[src/hdl/sac_defines.svh]
`ifndef SAC_DEFINES_SVH
`define SAC_DEFINES_SVH

// activation width and layer sizes
`define SAC_DATA_W 16
`define SAC_N_IN 2
`define SAC_N_L1 8
`define SAC_N_L2 12
`define SAC_N_L3 6
`define SAC_N_L4 4

// sigmoid region bounds, offsets and saturation
`define SAC_SIG_KNEE0 16'h0400
`define SAC_SIG_KNEE1 16'h0980
`define SAC_SIG_KNEE2 16'h1400
`define SAC_SIG_OFF0 16'h0200
`define SAC_SIG_OFF1 16'h0280
`define SAC_SIG_OFF2 16'h0360
`define SAC_SIG_SAT 16'h0400
`define SAC_CLASS_THRESH 16'h0200

// register offsets
`define SAC_ADDR_INPUT 8'h00
`define SAC_ADDR_CTRL 8'h04
`define SAC_ADDR_STATUS 8'h08
`define SAC_ADDR_SCORE 8'h0C

// start pulse to done, in cycles
`define SAC_LATENCY 6

`endif
[src/hdl/sac_pkg.sv]
`include "sac_defines.svh"

package sac_pkg;

    typedef logic [`SAC_DATA_W-1:0] act_t;
    typedef logic [7:0] apb_addr_t;
    typedef logic [31:0] apb_data_t;

    typedef enum logic {
        IDLE,
        BUSY
    } ctrl_state_e;

    // one entry per neuron, neuron 1 leftmost (index 0)
    // bit j set means input j+1 is negated
    localparam logic [0:`SAC_N_L1-1][`SAC_N_IN-1:0] L1_SIGN = {
        2'b11, 2'b11, 2'b10, 2'b01,
        2'b01, 2'b11, 2'b01, 2'b01
    };

    localparam logic [0:`SAC_N_L2-1][`SAC_N_L1-1:0] L2_SIGN = {
        8'b1001_1010, 8'b0010_1110, 8'b1101_1010, 8'b0000_1110,
        8'b1101_0000, 8'b0111_0001, 8'b0110_1101, 8'b0000_0111,
        8'b0011_0000, 8'b1101_0000, 8'b0011_0110, 8'b0001_1000
    };

    localparam logic [0:`SAC_N_L3-1][`SAC_N_L2-1:0] L3_SIGN = {
        12'b0000_1101_1011, 12'b0000_1101_1001, 12'b1010_0110_1101,
        12'b1110_0010_0010, 12'b0000_1000_0111, 12'b0011_0011_0011
    };

    localparam logic [0:`SAC_N_L4-1][`SAC_N_L3-1:0] L4_SIGN = {
        6'b111111, 6'b111111, 6'b101100, 6'b101100
    };

    // output neuron only adds
    localparam logic [0:0][`SAC_N_L4-1:0] OUT_SIGN = 4'b0000;

endpackage

[src/hdl/sac_infer_if.sv]
`timescale 1ns/1ps

interface sac_infer_if;
    import sac_pkg::*;

    logic start;
    act_t x1;
    act_t x2;
    logic done;
    act_t score;
    logic class_bit;

    // register block side
    modport regs (
        output start, x1, x2,
        input  done, score, class_bit
    );

    // network side
    modport core (
        input  start, x1, x2,
        output done, score, class_bit
    );

endinterface

[src/hdl/sac_top.sv]
`timescale 1ns/1ps

module sac_top (
    input  logic clk,
    input  logic rst,
    input  logic psel_i,
    input  logic penable_i,
    input  logic pwrite_i,
    input  sac_pkg::apb_addr_t paddr_i,
    input  sac_pkg::apb_data_t pwdata_i,
    output sac_pkg::apb_data_t prdata_o,
    output logic pready_o,
    output logic pslverr_o
);

    // register block to network link
    sac_infer_if infer_bus ();

    sac_apb_regs u_regs (
        .clk,
        .rst,
        .psel_i,
        .penable_i,
        .pwrite_i,
        .paddr_i,
        .pwdata_i,
        .prdata_o,
        .pready_o,
        .pslverr_o,
        .bus(infer_bus.regs)
    );

    sac_network u_net (
        .clk,
        .rst,
        .bus(infer_bus.core)
    );

endmodule

[src/hdl/sac_apb_regs.sv]
`timescale 1ns/1ps

`include "sac_defines.svh"

module sac_apb_regs (
    input  logic clk,
    input  logic rst,
    input  logic psel_i,
    input  logic penable_i,
    input  logic pwrite_i,
    input  sac_pkg::apb_addr_t paddr_i,
    input  sac_pkg::apb_data_t pwdata_i,
    output sac_pkg::apb_data_t prdata_o,
    output logic pready_o,
    output logic pslverr_o,
    sac_infer_if.regs bus
);
    import sac_pkg::*;

    ctrl_state_e state_q;
    act_t x1_q;
    act_t x2_q;
    act_t score_q;
    logic class_q;
    logic start_q;
    logic busy;
    logic access;
    logic bad_access;
    logic start_req;
    logic start_err;

    // no wait states, every transfer ends in its access phase
    assign pready_o = 1'b1;
    assign access = psel_i & penable_i;
    // busy already in the start pulse cycle
    assign busy = start_q | (state_q == BUSY);

    // read mux and direction check
    always_comb
    begin
        prdata_o = '0;
        bad_access = 1'b0;
        case (paddr_i)
            `SAC_ADDR_INPUT: prdata_o = {x2_q, x1_q};
            `SAC_ADDR_CTRL: bad_access = !pwrite_i;
            `SAC_ADDR_STATUS:
            begin
                prdata_o = {30'd0, class_q, busy};
                bad_access = pwrite_i;
            end
            `SAC_ADDR_SCORE:
            begin
                prdata_o = {16'd0, score_q};
                bad_access = pwrite_i;
            end
            default: bad_access = 1'b1;
        endcase
    end

    assign start_req = access & pwrite_i & (paddr_i == `SAC_ADDR_CTRL) & pwdata_i[0];
    assign start_err = start_req & busy;
    assign pslverr_o = access & (bad_access | start_err);

    always_ff @(posedge clk)
    begin
        if (rst)
        begin
            state_q <= IDLE;
            start_q <= 1'b0;
            x1_q <= '0;
            x2_q <= '0;
            score_q <= '0;
            class_q <= 1'b0;
        end
        else
        begin
            start_q <= start_req & !busy;
            if (access && pwrite_i && paddr_i == `SAC_ADDR_INPUT)
            begin
                x1_q <= pwdata_i[`SAC_DATA_W-1:0];
                x2_q <= pwdata_i[2*`SAC_DATA_W-1:`SAC_DATA_W];
            end
            case (state_q)
                IDLE:
                    if (start_q)
                        state_q <= BUSY;
                BUSY:
                    if (bus.done)
                    begin
                        // result is only valid in the done cycle
                        state_q <= IDLE;
                        score_q <= bus.score;
                        class_q <= bus.class_bit;
                    end
                default: state_q <= IDLE;
            endcase
        end
    end

    assign bus.start = start_q;
    assign bus.x1 = x1_q;
    assign bus.x2 = x2_q;

    a_no_wait: assert property (@(posedge clk) disable iff (rst)
        access |-> pready_o);
    a_start_idle: assert property (@(posedge clk) disable iff (rst)
        bus.start |-> state_q == IDLE);

endmodule

[src/hdl/sac_network.sv]
`timescale 1ns/1ps

`include "sac_defines.svh"

module sac_network (
    input logic clk,
    input logic rst,
    sac_infer_if.core bus
);
    import sac_pkg::*;

    act_t [`SAC_N_IN-1:0] l0_act;
    act_t [`SAC_N_L1-1:0] l1_act;
    act_t [`SAC_N_L2-1:0] l2_act;
    act_t [`SAC_N_L3-1:0] l3_act;
    act_t [`SAC_N_L4-1:0] l4_act;
    act_t [0:0] l5_act;
    logic l1_valid;
    logic l2_valid;
    logic l3_valid;
    logic l4_valid;
    logic l5_valid;

    // x1 is input 1
    assign l0_act = {bus.x2, bus.x1};

    sac_dense_layer #(.N_IN(`SAC_N_IN), .N_OUT(`SAC_N_L1), .SIGN(L1_SIGN), .USE_RELU(1'b1))
        u_l1 (.clk, .rst, .in_valid_i(bus.start), .in_act_i(l0_act),
              .out_valid_o(l1_valid), .out_act_o(l1_act));

    sac_dense_layer #(.N_IN(`SAC_N_L1), .N_OUT(`SAC_N_L2), .SIGN(L2_SIGN), .USE_RELU(1'b1))
        u_l2 (.clk, .rst, .in_valid_i(l1_valid), .in_act_i(l1_act),
              .out_valid_o(l2_valid), .out_act_o(l2_act));

    sac_dense_layer #(.N_IN(`SAC_N_L2), .N_OUT(`SAC_N_L3), .SIGN(L3_SIGN), .USE_RELU(1'b1))
        u_l3 (.clk, .rst, .in_valid_i(l2_valid), .in_act_i(l2_act),
              .out_valid_o(l3_valid), .out_act_o(l3_act));

    sac_dense_layer #(.N_IN(`SAC_N_L3), .N_OUT(`SAC_N_L4), .SIGN(L4_SIGN), .USE_RELU(1'b1))
        u_l4 (.clk, .rst, .in_valid_i(l3_valid), .in_act_i(l3_act),
              .out_valid_o(l4_valid), .out_act_o(l4_act));

    // output neuron is a plain sum, no relu
    sac_dense_layer #(.N_IN(`SAC_N_L4), .N_OUT(1), .SIGN(OUT_SIGN), .USE_RELU(1'b0))
        u_out (.clk, .rst, .in_valid_i(l4_valid), .in_act_i(l4_act),
               .out_valid_o(l5_valid), .out_act_o(l5_act));

    sac_output_stage u_sig (
        .clk,
        .rst,
        .in_valid_i(l5_valid),
        .in_sum_i(l5_act[0]),
        .out_valid_o(bus.done),
        .score_o(bus.score),
        .class_o(bus.class_bit)
    );

    a_start_to_done: assert property (@(posedge clk) disable iff (rst)
        bus.start |-> ##(`SAC_LATENCY) bus.done);
    a_done_from_start: assert property (@(posedge clk) disable iff (rst)
        bus.done |-> $past(bus.start, `SAC_LATENCY));

endmodule

[src/hdl/sac_output_stage.sv]
`timescale 1ns/1ps

`include "sac_defines.svh"

module sac_output_stage (
    input  logic clk,
    input  logic rst,
    input  logic in_valid_i,
    input  sac_pkg::act_t in_sum_i,
    output logic out_valid_o,
    output sac_pkg::act_t score_o,
    output logic class_o
);
    import sac_pkg::*;

    act_t score_c;
    logic class_c;

    // piecewise sigmoid, each knee belongs to the upper region
    always_comb
    begin
        if (in_sum_i < `SAC_SIG_KNEE0)
            score_c = (in_sum_i >> 2) + `SAC_SIG_OFF0;
        else if (in_sum_i < `SAC_SIG_KNEE1)
            score_c = (in_sum_i >> 3) + `SAC_SIG_OFF1;
        else if (in_sum_i < `SAC_SIG_KNEE2)
            score_c = (in_sum_i >> 5) + `SAC_SIG_OFF2;
        else
            score_c = `SAC_SIG_SAT;
    end

    // a score equal to the threshold stays class 0
    assign class_c = (score_c > `SAC_CLASS_THRESH);

    always_ff @(posedge clk)
    begin
        if (rst)
        begin
            out_valid_o <= 1'b0;
            score_o <= '0;
            class_o <= 1'b0;
        end
        else
        begin
            out_valid_o <= in_valid_i;
            score_o <= score_c;
            class_o <= class_c;
        end
    end

endmodule

[src/hdl/sac_dense_layer.sv]
`timescale 1ns/1ps

`include "sac_defines.svh"

module sac_dense_layer #(
    parameter int N_IN = 2,
    parameter int N_OUT = 8,
    parameter logic [0:N_OUT-1][N_IN-1:0] SIGN = '0,
    parameter bit USE_RELU = 1'b1
) (
    input  logic clk,
    input  logic rst,
    input  logic in_valid_i,
    input  sac_pkg::act_t [N_IN-1:0] in_act_i,
    output logic out_valid_o,
    output sac_pkg::act_t [N_OUT-1:0] out_act_o
);
    import sac_pkg::*;

    act_t [N_OUT-1:0] sum_c;
    act_t [N_OUT-1:0] act_c;

    // a -1 weight is the ones' complement of the input
    // sums wrap modulo 2^16
    always_comb
    begin
        for (int n = 0; n < N_OUT; n++)
        begin
            sum_c[n] = '0;
            for (int j = 0; j < N_IN; j++)
            begin
                if (SIGN[n][j])
                    sum_c[n] = sum_c[n] + ~in_act_i[j];
                else
                    sum_c[n] = sum_c[n] + in_act_i[j];
            end
            // relu clamps anything with the sign bit set
            if (USE_RELU && sum_c[n][`SAC_DATA_W-1])
                act_c[n] = '0;
            else
                act_c[n] = sum_c[n];
        end
    end

    always_ff @(posedge clk)
    begin
        if (rst)
            out_valid_o <= 1'b0;
        else
            out_valid_o <= in_valid_i;
    end

    always_ff @(posedge clk)
    begin
        out_act_o <= act_c;
    end

    if (USE_RELU)
    begin : g_relu_chk
        for (genvar n = 0; n < N_OUT; n++)
        begin : g_neuron
            a_relu_nonneg: assert property (@(posedge clk) disable iff (rst)
                out_valid_o |-> !out_act_o[n][`SAC_DATA_W-1]);
        end
    end

endmodule

[config.mk]
export PLATFORM = sky130hd
export DESIGN_NAME = sac_top
export DESIGN_NICKNAME = d
export VERILOG_FILES = /design/src/hdl/sac_pkg.sv /design/src/hdl/sac_infer_if.sv /design/src/hdl/sac_top.sv /design/src/hdl/sac_apb_regs.sv /design/src/hdl/sac_network.sv /design/src/hdl/sac_output_stage.sv /design/src/hdl/sac_dense_layer.sv
export VERILOG_INCLUDE_DIRS = /design/src /design/src/hdl
export SDC_FILE = /design/constraint.sdc
export NUM_CORES = 2
export LEC_CHECK = 0
export ABC_AREA = 1
export BUFFER_PORTS_ARGS = -buffer_cell sky130_fd_sc_hd__buf_2
export CAP_MARGIN = 20
export CORE_ASPECT_RATIO = 0.5
export CORE_UTILIZATION = 67
export DETAILED_ROUTE_END_ITERATION = 16
export PLACE_DENSITY = 0.88
export SKIP_LAST_GASP = 1
export SLEW_MARGIN = 20
export SYNTH_ARGS = -nofsm -noshare
export SYNTH_HDL_FRONTEND = slang
export SYNTH_SLANG_ARGS = --single-unit
[constraint.sdc]
create_clock -name clk -period 8.7 [get_ports clk]
set_input_delay 0.87 -clock clk [delete_from_list [all_inputs] [get_ports clk]]
set_output_delay 0.87 -clock clk [all_outputs]
set_load 0.01 [all_outputs]
==> out/qor.txt <==
Status = completed
Worst hold path startpoint = u_net.u_l2.out_valid_o
Clk_skew = 0.0929 ns
# setup viols final = 0
Starting Density = 68.3%
Min Hold Slack = 0.410 ns
Crit path largest cell delay = 0.49 ns
Ratio of cells with drive above 1 in the final layout = 4.60%
Worst setup SP type = flop
Final hold violations = 0
Post-Synthesis Cell Area = 0.0594 sq mm
FF+latch count, synth = 416
Final antenna-violating net count = 0
Die ar. = 0.0899 sq mm
Most frequent CP cell = inv_1
Crit path max-delay family = adder cells
Reg2reg start = u_net.u_l2.out_act_o[0]
RSZ-0062 raised after global routing = no
Core Area = 0.0869 sq mm
Vias per inst = 5.84
Vias = 47600
Worst setup path category = reg2reg
Largest net degree at the start of global routing = 65
Critical path launch point = u_net.u_l2.out_act_o[0]
Ys flop type = dfxtp_1
CTS Buf Count = 44
Async S/R FF share, synth = 0%
Clock Path Buffers = 3
CP Buf/Inv Count = 9
EDFF count, synth = 0
Fin. max-slew vios = 0
Worst Tran Pin Value = 0.972 ns
Final #Nets = 8626
H-tree Lvls = 2
Setup TNS Final = 0 ns
Total congestion overflow = 0
Global-route wire length before repair = 288000 um
DP HPWL = 167000 um
Port bufs = 77
Req. time, crit path = 9.25 ns
P&R area growth vs syn = 5.92%
All-Layer GR Usage = 43.6%
Register area share after synthesis = 14.0%
Area after DPL = 0.0612 sq mm
Maxcap violations = 0
Rel. slew slack = 35.0%
Storage cell area = 0.00833 sq mm
Syn Inst Count = 6846
Final wirelength = 193000 um
TritonCTS clock tree = built
I/O Pins = 79
Mapped Avg Cell Area = 8.67 sq um
Max Freq = 0.122 GHz
Filler cells = 6744
TritonRoute pass-1 iters = 8
Worst Path Arrival = 8.73 ns
Hold WC Path Type = reg2reg
Worst path slowest cell = fa_1
Crit-path max FO = 15
Initial antenna violation count = 3
Worst skew pair latency = 0.69 ns
Root buffer cell = clkbuf_16
Final RePlAce weighted congestion = 1.07
Vias in the first global route = 49300
Synth unique cells = 57
Fin crit share = 94.0%
Worst-path clk slew = 0.07 ns
Post-CTS Hold Buffers = 0
Post-layout minimum cycle time = 8.18 ns
Row cnt = 76
Multi-input gate area = 0.0447 sq mm
Die height = 213 um
Clk sinks = 416
CP Capture Type = flop
Routed WL per cell = 23.7 um
DR iter-0 viols = 4783
Yosys warning total = 0
Die W = 423 um
Final Cell Area = 0.0629 sq mm
Final core utilization = 72.4%
DRC viols = 0
## flip-flops by register name, summed over array words and instances, names as in the netlist, 15 cells and up
register and flops:
u_net.u_l1.out_act_o 45, u_net.u_l4.out_act_o 30, u_net.u_sig.score_o 15, u_net.u_l2.out_act_o 165
u_regs.bus.x2 16, u_regs.bus.x1 16, u_regs.score_q 15, u_net.u_l3.out_act_o 90
## what timing repair did
item,CTS,global route
buffers inserted,0,1
hold endpoints to repair,0,0
resized for setup,0,2
endpoints found under the setup margin,0,15
## worst reg2reg max path, delay by kind of cell (launching register included)
kind | cells | cell delay [ns]
and+or+nand+nor | 12 | 1.61
AOI/OAI and AO/OA | 6 | 1.12
adders and majority gates | 9 | 3.58
buffers and inverters | 9 | 0.78
DFF | 1 | 0.33
xor gates and xnor gates | 2 | 0.66
## synthesized netlist by cell type (38+ instances only)
cell type,number,area share (%)
clkbuf_1,43,0.27
a21oi_1,454,3.8
nor3_1,69,0.58
nor2_1,535,3.4
ha_1,618,13
xor2_1,342,5.0
inv_1,1572,9.9
or2_2,70,0.74
nand3_1,238,2.0
a21o_1,39,0.49
o21bai_1,38,0.48
o21ai_0,207,1.7
dfxtp_1,416,14
xnor2_1,126,1.9
fa_1,1020,34
nand2_1,798,5.0
## area by class of cell
cell class	instances	share of cell area (%)
antenna	2	0.00796
clock buffer	52	1.89
clock inverter	28	0.756
inverter	1577	9.41
multi-input combinational	4773	71.1
sequential	416	13.2
tap	1170	2.33
timing repair buffer	131	1.25
## stage by stage
stage / cells / worst slack, ns
floorplan: 6848 / 1.59
global placement: 8065 / 0.649
detailed placement: 8066 / 0.458
CTS: 8146 / 0.419
global route: 8147 / 0.0316
finish: 8149 / 0.523
## cells in the final DEF, fill, tap and decap left out, drive strengths merged, types with 39 or more instances in the layout
cell,synthesis,routed
or2,70,70
o21ai,212,212
fa,1020,1020
a21oi,454,454
nand3,238,238
nor3,69,69
nor2,549,549
xor2,346,346
ha,618,618
inv,1574,1581
clkbuf,46,52
dfxtp,416,416
xnor2,126,126
nand2,809,809
a21o,39,39
buf,36,131
## cell families (layout without fill, tap and decap cells)
group           count (synthesis)  in the layout  synth area share [%]
simple gates                 1805           1805                  12.8
compound gates                854            854                  7.99
fa+ha+maj                    1638           1638                  47.4
buf+inv                      1659           1788                  10.7
other cells                     2              6                0.0126
flops                         416            416                  14.0
xor+xnor                      472            472                  7.03
## metal layers
layer / part of all wire (%) / GRT usage [%] / up-vias / routed length, um
li1: - / - / 21000 / -
met1: 40 / 57.0 / 23400 / 76300
met2: 44 / 67.9 / 2669 / 84100
met3: 13 / 14.4 / 479 / 24600
met4: 4.2 / 16.4 / 0 / 8110
met5: 0 / 0 / - / 0
## final timing paths
check,to,slack (ns),cells past startpoint
min reg2reg,u_net.u_l3.out_valid_o,0.41,2
max reg2reg,u_net.u_l3.out_act_o[0],0.52,38
max,u_net.u_l3.out_act_o[0],0.52,38
min,u_net.u_l3.out_valid_o,0.41,2
Power is left out: the tool's default activity adds up to more than one toggle a clock period on the data nets, which glitch-free logic cannot reach.
